[src/hw/bubl_consts.svh]
// Bubble Bobble main-board constants
// Bus widths, memory-map windows and fixed register values shared by
// the packages and the bus slaves

`ifndef BUBL_CONSTS_SVH
`define BUBL_CONSTS_SVH

// Widths
`define BUBL_AW             16          // CPU address
`define BUBL_DW             8           // CPU data
`define BUBL_RAM_AW         13          // 8 KB work RAM offset

// Main CPU windows
`define BUBL_MAIN_RAM_BASE  16'hE000
`define BUBL_MAIN_RAM_LAST  16'hF7FF
`define BUBL_SOUND_BASE     16'hFA00    // Offsets 0..3
`define BUBL_WDOG_BASE      16'hFA80
`define BUBL_NMI_ADDR       16'hFB00
`define BUBL_MISC_ADDR      16'hFB40

// Sub CPU window, runs up to FFFF
`define BUBL_SUB_RAM_BASE   16'hE000

// Register values
`define BUBL_BANK_XOR       3'd4
`define BUBL_WDOG_W         8           // Top bit marks expiry
`define BUBL_OPEN_BUS       8'hFF

`endif

[src/hw/bubl_bus_pkg.sv]
// CPU bus types
// APB request and response carried between each CPU side and its
// bus slave on the main board

`include "bubl_consts.svh"

package bubl_bus_pkg;

    // Master side, held stable until pready
    typedef struct packed {
        logic                psel;
        logic                penable;
        logic                pwrite;
        logic [`BUBL_AW-1:0] paddr;
        logic [`BUBL_DW-1:0] pwdata;
    } apb_req_t;

    // Slave side
    typedef struct packed {
        logic [`BUBL_DW-1:0] prdata;
        logic                pready;
    } apb_rsp_t;

endpackage

[src/hw/bubl_ctrl_pkg.sv]
// Board-side types
// Work-RAM request and response between the CPU ports and the shared
// RAM, plus the control and sound outputs of the main port

`include "bubl_consts.svh"

package bubl_ctrl_pkg;

    // Port to RAM, held until ack
    typedef struct packed {
        logic                    valid;
        logic                    we;
        logic [`BUBL_RAM_AW-1:0] addr;
        logic [`BUBL_DW-1:0]     wdata;
    } ram_req_t;

    typedef struct packed {
        logic                ack;
        logic [`BUBL_DW-1:0] rdata;    // Valid with ack
    } ram_rsp_t;

    // Misc register fields
    typedef struct packed {
        logic [2:0] bank;
        logic       flip;
        logic       black_n;
        logic       sub_run;
    } board_ctrl_t;

    typedef struct packed {
        logic [`BUBL_DW-1:0] latch;    // Byte for the sound CPU
        logic                stb;
        logic                rst;
    } snd_out_t;

endpackage

[src/hw/bubl_main_port.sv]
// Main CPU bus slave
// Decodes the main memory map, forwards work-RAM accesses, holds the
// misc control and sound registers, pulses the sub-CPU NMI and runs
// the vertical-blank watchdog

`timescale 1ns/10ps
`include "bubl_consts.svh"

module bubl_main_port (
    input  logic                        clk,
    input  logic                        rst,
    input  bubl_bus_pkg::apb_req_t      bus,
    output bubl_bus_pkg::apb_rsp_t      rsp,
    output bubl_ctrl_pkg::ram_req_t     ram_req,
    input  bubl_ctrl_pkg::ram_rsp_t     ram_rsp,
    input  logic                        vbl,
    input  logic [`BUBL_DW-1:0]         main_latch,
    output bubl_ctrl_pkg::board_ctrl_t  ctrl,
    output bubl_ctrl_pkg::snd_out_t     snd,
    output logic                        sub_nmi,
    output logic                        main_reset
);

    typedef enum logic {ST_IDLE, ST_RAM} ram_st_t;

    localparam logic [`BUBL_AW-1:0] SND_BASE = `BUBL_SOUND_BASE;

    ram_st_t                 ram_st;
    logic                    access;
    logic                    wr;            // Register write, done this cycle
    logic                    ram_cs, snd_cs, wdog_cs, nmi_cs, misc_cs;
    logic [1:0]              snd_off;
    logic                    vbl_q;
    logic                    vbl_fall;
    logic [`BUBL_WDOG_W-1:0] wdog_cnt;
    logic                    wdog_exp;

    ////////////////////////////////////////////////////////////////////////////
    // Address decoder

    always_comb begin
        ram_cs  = bus.paddr >= `BUBL_MAIN_RAM_BASE && bus.paddr <= `BUBL_MAIN_RAM_LAST;
        snd_cs  = bus.paddr[`BUBL_AW-1:2] == SND_BASE[`BUBL_AW-1:2];
        wdog_cs = bus.paddr == `BUBL_WDOG_BASE;
        nmi_cs  = bus.paddr == `BUBL_NMI_ADDR;
        misc_cs = bus.paddr == `BUBL_MISC_ADDR;
        snd_off = bus.paddr[1:0];
    end

    assign access = bus.psel && bus.penable;
    assign wr     = access && bus.pwrite && !ram_cs;

    // Work-RAM request stays up until ack
    always_ff @(posedge clk or posedge rst) begin
        if (rst) begin
            ram_st <= ST_IDLE;
        end else begin
            case (ram_st)
                ST_IDLE: if (ram_req.valid) ram_st <= ST_RAM;
                ST_RAM:  if (ram_rsp.ack) ram_st <= ST_IDLE;
                default: ram_st <= ST_IDLE;
            endcase
        end
    end

    always_comb begin
        ram_req.valid = (ram_st == ST_RAM) || (access && ram_cs);
        ram_req.we    = bus.pwrite;
        ram_req.addr  = bus.paddr[`BUBL_RAM_AW-1:0];
        ram_req.wdata = bus.pwdata;
    end

    // Registers and open bus answer at once, RAM waits for ack
    always_comb begin
        rsp.pready = access && (!ram_cs || (ram_st == ST_RAM && ram_rsp.ack));
        if (ram_cs)
            rsp.prdata = ram_rsp.rdata;
        else if (snd_cs && snd_off == 2'd0)
            rsp.prdata = main_latch;    // Sound CPU reply
        else
            rsp.prdata = `BUBL_OPEN_BUS;
    end

    ////////////////////////////////////////////////////////////////////////////
    // Control and sound registers, also cleared by the watchdog

    always_ff @(posedge clk or posedge rst) begin
        if (rst) begin
            ctrl    <= '0;
            snd     <= '0;
            sub_nmi <= 1'b0;
        end else if (wdog_exp) begin
            ctrl    <= '0;
            snd     <= '0;
            sub_nmi <= 1'b0;
        end else begin
            snd.stb <= wr && snd_cs && snd_off == 2'd0;
            sub_nmi <= wr && nmi_cs;
            if (wr && snd_cs && snd_off == 2'd0)
                snd.latch <= bus.pwdata;
            if (wr && snd_cs && snd_off == 2'd3)
                snd.rst <= bus.pwdata[0];
            if (wr && misc_cs) begin
                ctrl.bank    <= bus.pwdata[2:0] ^ `BUBL_BANK_XOR;
                ctrl.sub_run <= bus.pwdata[4];
                ctrl.black_n <= bus.pwdata[6];
                ctrl.flip    <= bus.pwdata[7];
            end
        end
    end

    ////////////////////////////////////////////////////////////////////////////
    // Watchdog

    assign vbl_fall = vbl_q && !vbl;
    assign wdog_exp = wdog_cnt[`BUBL_WDOG_W-1];  // 128 blanks without a kick

    always_ff @(posedge clk or posedge rst) begin
        if (rst) begin
            vbl_q    <= 1'b0;
            wdog_cnt <= '0;
        end else begin
            vbl_q <= vbl;
            if (wdog_exp || (access && wdog_cs))
                wdog_cnt <= '0;
            else if (vbl_fall)
                wdog_cnt <= wdog_cnt + 1'b1;
        end
    end

    assign main_reset = wdog_exp;   // One clock, count restarts after it

endmodule

[config.mk]
export PLATFORM = sky130hd
export DESIGN_NAME = bubl_main_port
export DESIGN_NICKNAME = d
export VERILOG_FILES = /design/src/hw/bubl_bus_pkg.sv /design/src/hw/bubl_ctrl_pkg.sv /design/src/hw/bubl_main_port.sv
export VERILOG_INCLUDE_DIRS = /design/src /design/src/hw
export SDC_FILE = /design/constraint.sdc
export NUM_CORES = 1
export LEC_CHECK = 0
export ABC_AREA = 1
export BUFFER_PORTS_ARGS = -buffer_cell sky130_fd_sc_hd__buf_2
export CORE_MARGIN = 1
export CORE_UTILIZATION = 45
export DETAILED_ROUTE_END_ITERATION = 8
export PLACE_DENSITY = 0.81
export SETUP_SLACK_MARGIN = 0.3
export SLEW_MARGIN = 25
export SYNTH_ARGS = -nofsm -noshare
export SYNTH_HDL_FRONTEND = slang
export SYNTH_SLANG_ARGS = --single-unit
[constraint.sdc]
create_clock -name clk -period 1.3 [get_ports clk]
set_input_delay 0.065 -clock clk [delete_from_list [all_inputs] [get_ports clk]]
set_output_delay 0.065 -clock clk [all_outputs]
set_load 0.02 [all_outputs]
==> flow_summary.json <==
{
  "via_per_inst": 5.48,
  "cts_root_buffer": "clkbuf_8",
  "routed_wl_um": 6430,
  "clock_path_buffers": 2,
  "vdd_drop_max_mv": 0.409,
  "hpwl_um": 3350,
  "grt.overflow.total": 0,
  "yosysWarnings": 0,
  "fin_crit_sh_pct": 94.8,
  "fill_cells": 238,
  "timing.clock.skew_ns": 0.00323,
  "whs_endpoint": "snd[5]",
  "power.leakage_uw": 0.00159,
  "ant_nets": 0,
  "grt_pass1_vias": 1831,
  "num_rows": 22,
  "required_ns": 1.24,
  "grt_usage_pct": 24.2,
  "yosys.area.top_type_share_pct": 37.8,
  "yosys-top-cells-area": "dfrtp_1, nand2_1, buf_4",
  "cts_buffers": 3,
  "power_density_mw_per_mm2": 793,
  "grt_use_met2_pct": 43.4,
  "num_vias": 2192,
  "wl_per_cell_um": 16.1,
  "worstSetupStartpoint": "ram_st",
  "crit_slowest_cell": "dfrtp_1",
  "die-width_um": 65.1,
  "outcome": "complete, no violations",
  "grt_max_degree": 16,
  "critical_path_peak_fanout": 2,
  "io_buffers": 96,
  "cts.sinks": 27,
  "hp-start": "bus[3]",
  "hold_slack_ns": 0.0490,
  "crit_type": "reg -> out",
  "tightest_slew_ns": 0.413,
  "r2r-start": "wdog_cnt[0]",
  "die_h_um": 65.1,
  "synth-edff-count": 0,
  "synthArstFlopShare_pct": 100,
  "use_met1_pct": 30.4,
  "synthMuxAreaShare_pct": 0,
  "clk_pin_slew_ns": 0.09,
  "clk-insertion-delay-late_ns": 0.28,
  "slowest_delay_ns": 0.40,
  "critPathTopFamily": "flip-flops",
  "crit_top_cell": "inv_2",
  "synth_fa_ha_area_share_pct": 0.699,
  "dp_cells": 365,
  "netlist_top_cells_count": "nand2_1, nor2_1, dfrtp_1, inv_1, buf_4",
  "drtPass1Iterations": 4,
  "synth_nets": 288,
  "ys_seq_area_share_pct": 37.8,
  "core_mm2": 0.00374,
  "drive_gt1_share_pct": 56.5,
  "whs_path_depth": 3,
  "yosys.cell_count.top_type": "nand2_1",
  "grt_pass1_wl_um": 7890,
  "max_freq_mhz": 811,
  "place_congestion": 0.868,
  "met3_usage_pct": 3.17,
  "busiest_layer": "met2",
  "die-area_mm2": 0.00423,
  "hp-class": "in -> reg",
  "antenna_found_initial": 0,
  "critPathBufInv": 3,
  "start_util_pct": 47.8,
  "synthCells": 240,
  "drc": 0,
  "cts_tree": "yes",
  "max_slew_margin_pct": 72.2,
  "synthDistinctLibCells": 26,
  "nets": 401,
  "avgSynthCellArea_um2": 7.46,
  "r2r-end": "wdog_cnt[5]",
  "synth-simple-area-share_pct": 39.0,
  "r2r_cells": 6,
  "io_pins": 97,
  "synth-seq-cells": 27,
  "final_cells": 400,
  "slew_violations": 0,
  "critPathCaptureType": "output port",
  "crit_path_start_kind": "register",
  "diodes": 0,
  "synth_top_area_cell": "dfrtp_1",
  "cp.arrival_ns": 1.17,
  "first_iter_violations": 188,
  "htreeDepth": 1,
  "grt_setup_unrepaired": "true",
  "synth_compound_area_share_pct": 4.41,
  "maxCapViolations": 0,
  "synth_flop_cell": "dfrtp_1",
  "setup_viol_count_final": 0,
  "syn2layout_area_growth_pct": 65.9,
  "min_period_ns": 1.23,
  "synth_top_family_by_area": "simple AND/OR/NAND/NOR gates",
  "synth-xor-area-share_pct": 2.45,
  "syn_area_mm2": 0.00179,
  "tns_ns": 0,
  "hold_viol_final": 0,
  "r2r_setup_slack_ns": 0.15,
  "path_cells": "nand2_1, inv_2, o21ai_2, inv_2, buf_6"
}
-- cell usage in the layout, fill, tap and decap left out, types with 2 or more instances in the layout --
cell and n:
dlygate4sd3_1 2, nand3_2 10, o21ai_2 2, buf_6 19
clkbuf_8 3, nor2_2 8, dfrtp_1 26, nand4_1 15
inv_1 19, nand3_4 3, nand3_1 9, xor2_1 3
a21oi_2 5, a21oi_4 3, nand2_1 41, clkbuf_16 2
buf_4 20, buf_8 6, nor2_1 32, inv_2 7
nor2_4 10, nand2_2 6, buf_2 79, nand2_4 2
buf_12 3, nor4_1 2
-- logic make-up after synthesis --
group           Yosys count
simple gates            141
buf+inv                  53
flops                    27
compound gates           13
xor+xnor                  5
fa+ha+maj                 1
-- routing by layer --
metal,routed length (µm),share of wire (%)
met2,3290,51
met3,614,9.5
met1,2250,35
met5,0,0
met4,283,4.4
-- per-stage QoR --
step                total power [µW]  utilization (%)  setup WS, ns  area (µm²)
detailed placement              1580             58.9         0.106        2210
global placement                1560             58.9         0.108        2210
finish                          2350             79.3        0.0675        2970
global route                    2470             79.3        0.0296        2970
CTS                             2180             68.7         0.120        2570
floorplan                       1410                -         0.304        1810
-- cell type report --
cell class | count | area (µm²) | share of cell area, %
tap | 48 | 60.1 | 2.02
timing repair buffer | 131 | 980 | 33.0
sequential | 27 | 677 | 22.8
clock inverter | 1 | 5.00 | 0.169
clock buffer | 3 | 41.3 | 1.39
inverter | 29 | 119 | 4.01
multi-input combinational | 161 | 1090 | 36.6
-- what timing repair did --
action	CTS	global route
pin swaps	14	21
setup endpoints to repair	22	35
hold endpoints to repair	10	0
gates cloned	0	3
gates resized for setup	40	69
hold buffers	2	0
setup buffers	20	6
-- sequential cells by signal (all words and copies together) (netlist names) --
register and flops:
ram_st 1, snd 10, sub_nmi 1, wdog_cnt 8, vbl_q 1, ctrl 6
-- worst min-delay path: cells and delay by family --
family	cells	cell delay, ns
buffers and inverters	1	0.11
AND/OR/NAND/NOR	2	0.13
-- worst max-delay path by stage --
| stage | cells past startpoint | endpoint |
|---|---|---|
| after floorplan | 6 | wdog_cnt[5] |
| after global routing | 5 | rsp[0] |
| final | 5 | rsp[0] |
| after detailed placement | 9 | rsp[8] |
| after CTS | 5 | rsp[0] |
| after global placement | 9 | rsp[8] |
-- report_power, final --
part           total, µW  switching [µW]  internal [µW]  leakage (µW)
clock                488             272            216     0.0000255
combinational        836             456            381       0.00120
sequential          1030            93.7            935      0.000359
total               2350             821           1530       0.00159
No activity file was read; power rests on OpenSTA's default activity.
