### src/hw/bubl_consts.svh
// Bubble Bobble main-board constants
// Bus widths, memory-map windows and fixed register values shared by
// the packages and the bus slaves

`ifndef BUBL_CONSTS_SVH
`define BUBL_CONSTS_SVH

// Widths
`define BUBL_AW             16          // CPU address
`define BUBL_DW             8           // CPU data
`define BUBL_RAM_AW         13          // 8 KB work RAM offset

// Main CPU windows
`define BUBL_MAIN_RAM_BASE  16'hE000
`define BUBL_MAIN_RAM_LAST  16'hF7FF
`define BUBL_SOUND_BASE     16'hFA00    // Offsets 0..3
`define BUBL_WDOG_BASE      16'hFA80
`define BUBL_NMI_ADDR       16'hFB00
`define BUBL_MISC_ADDR      16'hFB40

// Sub CPU window, runs up to FFFF
`define BUBL_SUB_RAM_BASE   16'hE000

// Register values
`define BUBL_BANK_XOR       3'd4
`define BUBL_WDOG_W         8           // Top bit marks expiry
`define BUBL_OPEN_BUS       8'hFF

`endif

### src/hw/bubl_bus_pkg.sv
// CPU bus types
// APB request and response carried between each CPU side and its
// bus slave on the main board

`include "bubl_consts.svh"

package bubl_bus_pkg;

    // Master side, held stable until pready
    typedef struct packed {
        logic                psel;
        logic                penable;
        logic                pwrite;
        logic [`BUBL_AW-1:0] paddr;
        logic [`BUBL_DW-1:0] pwdata;
    } apb_req_t;

    // Slave side
    typedef struct packed {
        logic [`BUBL_DW-1:0] prdata;
        logic                pready;
    } apb_rsp_t;

endpackage

### src/hw/bubl_ctrl_pkg.sv
// Board-side types
// Work-RAM request and response between the CPU ports and the shared
// RAM, plus the control and sound outputs of the main port

`include "bubl_consts.svh"

package bubl_ctrl_pkg;

    // Port to RAM, held until ack
    typedef struct packed {
        logic                    valid;
        logic                    we;
        logic [`BUBL_RAM_AW-1:0] addr;
        logic [`BUBL_DW-1:0]     wdata;
    } ram_req_t;

    typedef struct packed {
        logic                ack;
        logic [`BUBL_DW-1:0] rdata;    // Valid with ack
    } ram_rsp_t;

    // Misc register fields
    typedef struct packed {
        logic [2:0] bank;
        logic       flip;
        logic       black_n;
        logic       sub_run;
    } board_ctrl_t;

    typedef struct packed {
        logic [`BUBL_DW-1:0] latch;    // Byte for the sound CPU
        logic                stb;
        logic                rst;
    } snd_out_t;

endpackage

### src/hw/bubl_sub_port.sv
// Sub CPU bus slave
// Forwards the E000-FFFF work-RAM window to the shared RAM and answers
// every other address at once with open bus

`timescale 1ns/10ps
`include "bubl_consts.svh"

module bubl_sub_port (
    input  logic                    clk,
    input  logic                    rst,
    input  bubl_bus_pkg::apb_req_t  bus,
    output bubl_bus_pkg::apb_rsp_t  rsp,
    output bubl_ctrl_pkg::ram_req_t ram_req,
    input  bubl_ctrl_pkg::ram_rsp_t ram_rsp
);

    typedef enum logic {ST_IDLE, ST_RAM} ram_st_t;

    ram_st_t ram_st;
    logic    access;
    logic    ram_cs;

    assign access = bus.psel && bus.penable;
    assign ram_cs = bus.paddr >= `BUBL_SUB_RAM_BASE;   // Up to the top of the map

    // Outstanding RAM request
    always_ff @(posedge clk or posedge rst) begin
        if (rst) begin
            ram_st <= ST_IDLE;
        end else begin
            case (ram_st)
                ST_IDLE: if (ram_req.valid) ram_st <= ST_RAM;
                ST_RAM:  if (ram_rsp.ack) ram_st <= ST_IDLE;
                default: ram_st <= ST_IDLE;
            endcase
        end
    end

    always_comb begin
        ram_req.valid = (ram_st == ST_RAM) || (access && ram_cs);
        ram_req.we    = bus.pwrite;
        ram_req.addr  = bus.paddr[`BUBL_RAM_AW-1:0];
        ram_req.wdata = bus.pwdata;
    end

    // Unmapped writes fall on the floor
    always_comb begin
        rsp.pready = access && (!ram_cs || (ram_st == ST_RAM && ram_rsp.ack));
        rsp.prdata = ram_cs ? ram_rsp.rdata : `BUBL_OPEN_BUS;
    end

endmodule

### config.mk
export PLATFORM = sky130hd
export DESIGN_NAME = bubl_sub_port
export DESIGN_NICKNAME = d
export VERILOG_FILES = /design/src/hw/bubl_bus_pkg.sv /design/src/hw/bubl_ctrl_pkg.sv /design/src/hw/bubl_sub_port.sv
export VERILOG_INCLUDE_DIRS = /design/src /design/src/hw
export SDC_FILE = /design/constraint.sdc
export NUM_CORES = 1
export LEC_CHECK = 0
export BUFFER_PORTS_ARGS = -buffer_cell sky130_fd_sc_hd__buf_2
export CAP_MARGIN = 10
export CORE_MARGIN = 10
export CORE_UTILIZATION = 22
export DETAILED_ROUTE_END_ITERATION = 8
export PLACE_DENSITY = 0.78
export SLEW_MARGIN = 30
export SYNTH_ARGS = -nofsm -noshare
export SYNTH_HDL_FRONTEND = slang
export SYNTH_SLANG_ARGS = --single-unit
### constraint.sdc
create_clock -name clk -period 1 [get_ports clk]
set_clock_uncertainty 0.05 [all_clocks]
set_input_delay 0.2 -clock clk [delete_from_list [all_inputs] [get_ports clk]]
set_output_delay 0.2 -clock clk [all_outputs]
set_load 0.02 [all_outputs]
==> flow_metrics.env, run 1 <==
export IMPL_maxCapViolCount=0
export IMPL_hp_class="in -> out"
export IMPL_status="complete, but fails checks"
export IMPL_max_freq_ghz=0.957
export IMPL_antenna_found_initial=0
export IMPL_synth_xor_area_share_pct=0
export IMPL_first_global_vias=267
export IMPL_die_y_um=57.2
export IMPL_grt_max_degree=6
export IMPL_synth_area_mux_share_pct=0
export IMPL_syn_num_nets=77
export IMPL_synth_top_family_by_area="buffers and inverters"
export IMPL_area_growth_pct=50.6
export IMPL_synth_seq_area_share_pct=8.23
export IMPL_clk_pin_slew_ps=0
export IMPL_first_pass_iters=2
export IMPL_p_leak_uw=0.000204
export IMPL_antenna_cells=0
export IMPL_via_per_inst=3.98
export IMPL_critPathLaunchType="flip-flop"
export IMPL_synth_cells=39
export IMPL_placedCellCount=61
export IMPL_max_slew_margin_rel_pct=88.2
export IMPL_synth_cell_types=10
export IMPL_design_core_area_um2=1300
export IMPL_synth_commonest_cells="buf_4 (22), or2_1 (8), nand2_1 (2)"
export IMPL_drc=0
export IMPL_vias=255
export IMPL_largest_reg_flops=1
export IMPL_post_synth_top_count_cell="buf_4"
export IMPL_worstMarginPinSlew_ps=176
export IMPL_finalNetCount=89
export IMPL_start_util_pct=23.4
export IMPL_slew_violations=0
export IMPL_syn_cell_area_um2=304
export IMPL_yosys_area_top_type="buf_4"
export IMPL_antenna_left=0
export IMPL_required_ps=750
export IMPL_hold_viol_final=0
export IMPL_synthArstFlopShare_pct=100
export IMPL_synth_top_area_share_pct=54.3
export IMPL_overflow=0
export IMPL_power_density_nw_per_um2=405
export IMPL_slowest_stage="dfrtp_1"
export IMPL_cp_cell_sequence="buf_4, o21bai_1, buf_2"
export IMPL_cp_end_kind="output port"
export IMPL_finalCriticalPeriod_ps=1040
export IMPL_fin_crit_sh_pct=104
export IMPL_synthAdderAreaFrac_pct=0
export IMPL_clock_latency_ps=0
export IMPL_fin_cells=64
export IMPL_top_register="ram_st"
export IMPL_violations="negative setup slack"
export IMPL_drtIter0Drc=1
export IMPL_finalPower_uw=186
export IMPL_setup_viol=2
export IMPL_ys_warnings_count=0
export IMPL_synth_avg_cell_area_um2=7.80
export IMPL_slowest_delay_ps=360
export IMPL_arrival_ps=790
export IMPL_finalWorstSetupSlack_ps=-44.5
export IMPL_synth_area_leaders="buf_4 (54%), or2_1 (16%), dfrtp_1 (8.2%)"
export IMPL_die_w_um=57.2
export IMPL_grt_util_all_layers_pct=4.56
export IMPL_dieArea_um2=3270
export IMPL_synth_compound_area_share_pct=9.47
export IMPL_top_layer="met4"
export IMPL_drive_gt1_share_pct=69.4
export IMPL_wl_met2_um=633
export IMPL_post_drt_wl_per_cell_um=14.7
export IMPL_drt_met1_wl_um=230
export IMPL_synth_flop_cell="dfrtp_1"
export IMPL_wl_met3_um=70
export IMPL_place_gp_congestion=0.677
export IMPL_grt_pass1_wl_um=1280
export IMPL_largestRegisters="ram_st: 1 flops"
export IMPL_worstPathMaxFanout=2
export IMPL_place_port_buffers=25
export IMPL_io_pins=70
export IMPL_ir_worst_vdd_mv=0.0925
export IMPL_rows=13
export IMPL_fin_tns_setup_ps=-86.6
export IMPL_wirelength_um=940
export IMPL_pre_cts_slack_ps=-104
export IMPL_synth_edf_count=0
export IMPL_rsz0062_at_grt="true"
export IMPL_worst_setup_path_type="reg -> out"
export IMPL_post_synth_and_or_nand_nor_area_fraction_pct=26.7
export IMPL_synth_seq_cells=1
==> final cells by class <==
cell class / count / area (µm²)
Fill cell: 137 / 843
Inverter: 1 / 3.75
Multi-Input combinational cell: 16 / 146
Sequential cell: 1 / 25.0
Tap cell: 15 / 18.8
Timing Repair Buffer: 31 / 264
==> report_power, final <==
| group | internal (µW) | switching [µW] | leakage (µW) |
|---|---|---|---|
| Sequential | 42.7 | 0.879 | 0.0000137 |
| Combinational | 82.6 | 59.5 | 0.000191 |
| Clock | 0 | 0 | 0 |
==> cells by family after synthesis <==
family | count (synthesis)
AO/OA/AOI/OAI | 3
flip-flops | 1
buffers and inverters | 23
AND/OR/NAND/NOR | 12
==> final timing paths <==
path,startpoint,to,slack (ps),cells after the start
min in group asynchronous,rst,ram_st$_DFF_PP0_,540,3
worst min-delay path,bus[1],ram_req[1],350,0
worst max register to register,ram_st$_DFF_PP0_,ram_st$_DFF_PP0_,60,3
worst min register to register,ram_st$_DFF_PP0_,ram_st$_DFF_PP0_,590,3
max in group asynchronous,rst,ram_st$_DFF_PP0_,270,3
worst max-delay path,ram_st$_DFF_PP0_,ram_req[22],-40,3
==> placed cells by master, fill, tap and decap left out <==
master,instances
nand2b_1,1
nand2_1,2
o21bai_1,1
inv_1,1
buf_6,9
dlygate4sd3_1,1
dfrtp_1,1
buf_2,13
buf_4,5
nand3_4,2
buf_8,2
o31ai_2,1
or2_1,8
buf_12,1
a41oi_4,1
==> per-layer routing <==
metal | GRT usage (%) | vias up
met2 | 11.2 | 10
met5 | 0 | -
met3 | 1.11 | 4
met1 | 2.92 | 116
met4 | 1.01 | 0
li1 | - | 125
==> worst max-delay path, delay by kind of cell (launching register included) <==
family,cells,cell delay (ps)
buf+inv,2,300
compound gates,1,140
flops,1,360
==> stage by stage <==
step                      area [µm²]  utilization (%)  hold slack [ps]
after floorplan                  323                -             -121
after global placement           332             25.5            -18.5
after detailed placement         332             25.5            -10.4
after CTS                        415             31.9              350
after global routing             458             35.2              350
final                            458             35.2              350
==> timing repair <==
| item | 4_1_cts | 5_1_grt |
|---|---|---|
| endpoints found under the setup margin | 11 | 10 |
| pin swaps | 3 | 1 |
| endpoints found under the hold margin | 1 | 0 |
| gates cloned | 1 | 0 |
| buffers inserted | 1 | 0 |
| hold buffers | 1 | 0 |
| gates resized for setup | 16 | 13 |
Note: power is estimated with default switching activity, not from simulation.
==> run 2: changes to the inputs <==
--- a/config.mk
+++ b/config.mk
@@ -12,4 +12,5 @@
 export CORE_UTILIZATION = 22
 export DETAILED_ROUTE_END_ITERATION = 8
+export GPL_ROUTABILITY_DRIVEN = 1
 export PLACE_DENSITY = 0.78
 export SLEW_MARGIN = 30
==> constraint.sdc (replaced) <==
create_clock -name clk -period 1 [get_ports clk]
set_clock_uncertainty 0.05 [all_clocks]
set_input_delay 0.05 -clock clk [delete_from_list [all_inputs] [get_ports clk]]
set_output_delay 0.05 -clock clk [all_outputs]
set_load 0.02 [all_outputs]
==> run 2 against run 1 <==
- the run now ends clean
- critical path depth is the same
- sequential cell count unchanged
- die area did not move
- register-to-register slack improved by 160 ps
- critical endpoint is now rsp[0]
- largest cell class unchanged
- largest power group unchanged
==> flow_metrics.env, run 2 (same netlist as run 1, synthesis figures left out) <==
export IMPL_status="completed"
export IMPL_antenna_found_initial=0
export IMPL_worst_r2r_endpoint="ram_st$_DFF_PP0_"
export IMPL_grt_pass1_wl_um=1320
export IMPL_hold_viol_final=0
export IMPL_critPathLaunchType="flip-flop"
export IMPL_required_ps=900
export IMPL_largestRegisters="ram_st: 1 flops"
export IMPL_max_freq_ghz=1.08
export IMPL_antenna_cells=0
export IMPL_rsz0062_at_grt="false"
export IMPL_first_pass_iters=2
export IMPL_critical_path_depth=3
export IMPL_worst_setup_path_type="reg -> out"
export IMPL_largest_reg_flops=1
export IMPL_r2r_cells=1
export IMPL_slowest_delay_ps=370
export IMPL_hp_class="in -> out"
export IMPL_die_y_um=57.2
export IMPL_fin_tns_setup_ps=0
export IMPL_top_register="ram_st"
export IMPL_hold_path_depth=0
export IMPL_grt_util_all_layers_pct=4.54
export IMPL_setup_viol=0
export IMPL_worstMarginPinSlew_ps=174
export IMPL_cp_end_kind="output port"
export IMPL_post_cts_resized=0
export IMPL_cts_hold_buf=1
export IMPL_vias=251
export IMPL_rows=13
export IMPL_r2r_setup_slack_ps=220
export IMPL_dieArea_um2=3270
export IMPL_place_port_buffers=25
export IMPL_grt_max_degree=11
export IMPL_via_per_inst=4.33
export IMPL_wirelength_um=834
export IMPL_ir_worst_vdd_mv=0.252
export IMPL_design_core_area_um2=1300
export IMPL_max_slew_margin_rel_pct=88.4
export IMPL_io_pins=70
export IMPL_post_drt_wl_per_cell_um=14.4
export IMPL_die_w_um=57.2
export IMPL_reg2reg_from="ram_st$_DFF_PP0_"
export IMPL_hold_start="bus[4]"
export IMPL_worstPathMaxFanout=4
export IMPL_first_global_vias=285
export IMPL_drive_gt1_share_pct=62.8
export IMPL_post_cts_repair_setup_buffers=0
export IMPL_path_buf_inv=1
export IMPL_holdPathEnd="ram_req[4]"
export IMPL_clock_latency_ps=0
export IMPL_arrival_ps=820
export IMPL_maxCapViolCount=0
export IMPL_p_leak_uw=0.000135
export IMPL_clk_pin_slew_ps=0
export IMPL_finalPower_uw=129
export IMPL_mostFrequentLayoutCells="buf_2 (25), or2_1 (8), nand2_1 (2)"
export IMPL_place_gp_congestion=0.669
export IMPL_slowest_stage="dfrtp_1"
export IMPL_fin_crit_sh_pct=92.2
export IMPL_drtIter0Drc=1
export IMPL_finalCriticalPeriod_ps=922
export IMPL_start_util_pct=23.4
export IMPL_power_density_nw_per_um2=442
export IMPL_postLayoutCoreUtil_pct=22.5
export IMPL_cp_top_family="flip-flops"
export IMPL_cp_cell_sequence="nand2_1, a41oi_1, buf_2"
export IMPL_antenna_left=0
export IMPL_finalNetCount=83
export IMPL_overflow=0
export IMPL_drc=0
export IMPL_slew_violations=0
export IMPL_area_growth_pct=-3.70
export IMPL_final_common_cell="buf_2"
-- run 2: cell count changes in the layout (fill, tap and decap cells not counted), sizes merged --
cell	change
buf	-5
nand3	-1
-- run 2: power by group --
| part | switching (µW) | total, µW | internal, µW | leakage (µW) |
|---|---|---|---|---|
| combinational | 44.0 | 85.3 | 41.3 | 0.000121 |
| clock | 0 | 0 | 0 | 0 |
| sequential | 1.56 | 44.2 | 42.7 | 0.0000137 |
| total | 45.5 | 129 | 83.9 | 0.000135 |
-- run 2: through the flow --
| stage | cell area, µm² | instances | hold slack, ps | worst slack (ps) |
|---|---|---|---|---|
| floorplan | 304 | 39 | -271 | 38.3 |
| global placement | 283 | 57 | -166 | 97.5 |
| detailed placement | 283 | 57 | -165 | 71.1 |
| CTS | 293 | 58 | 50.1 | 70.1 |
| global route | 293 | 58 | 50.0 | 22.0 |
| finish | 293 | 58 | 50.0 | 77.7 |
-- run 2: cell type report --
cell class / instances / area, µm²
fill: 148 / 1010
inverter: 1 / 3.75
multi-input combinational: 15 / 110
sequential: 1 / 25.0
tap: 15 / 18.8
timing repair buffer: 26 / 135
-- run 2: worst max-delay path by stage --
stage,startpoint,endpoint
2_1_floorplan,ram_st$_DFF_PP0_,rsp[0]
3_5_place_dp,ram_st$_DFF_PP0_,rsp[0]
3_3_place_gp,ram_st$_DFF_PP0_,rsp[0]
5_1_grt,ram_st$_DFF_PP0_,rsp[0]
4_1_cts,ram_st$_DFF_PP0_,rsp[0]
6_report,ram_st$_DFF_PP0_,rsp[0]
-- run 2: per-layer routing --
layer | track usage [%] | part of all wire [%]
met5 | 0 | 0
met4 | 1.01 | 1.2
met3 | 3.54 | 22
met2 | 6.98 | 36
met1 | 4.81 | 40
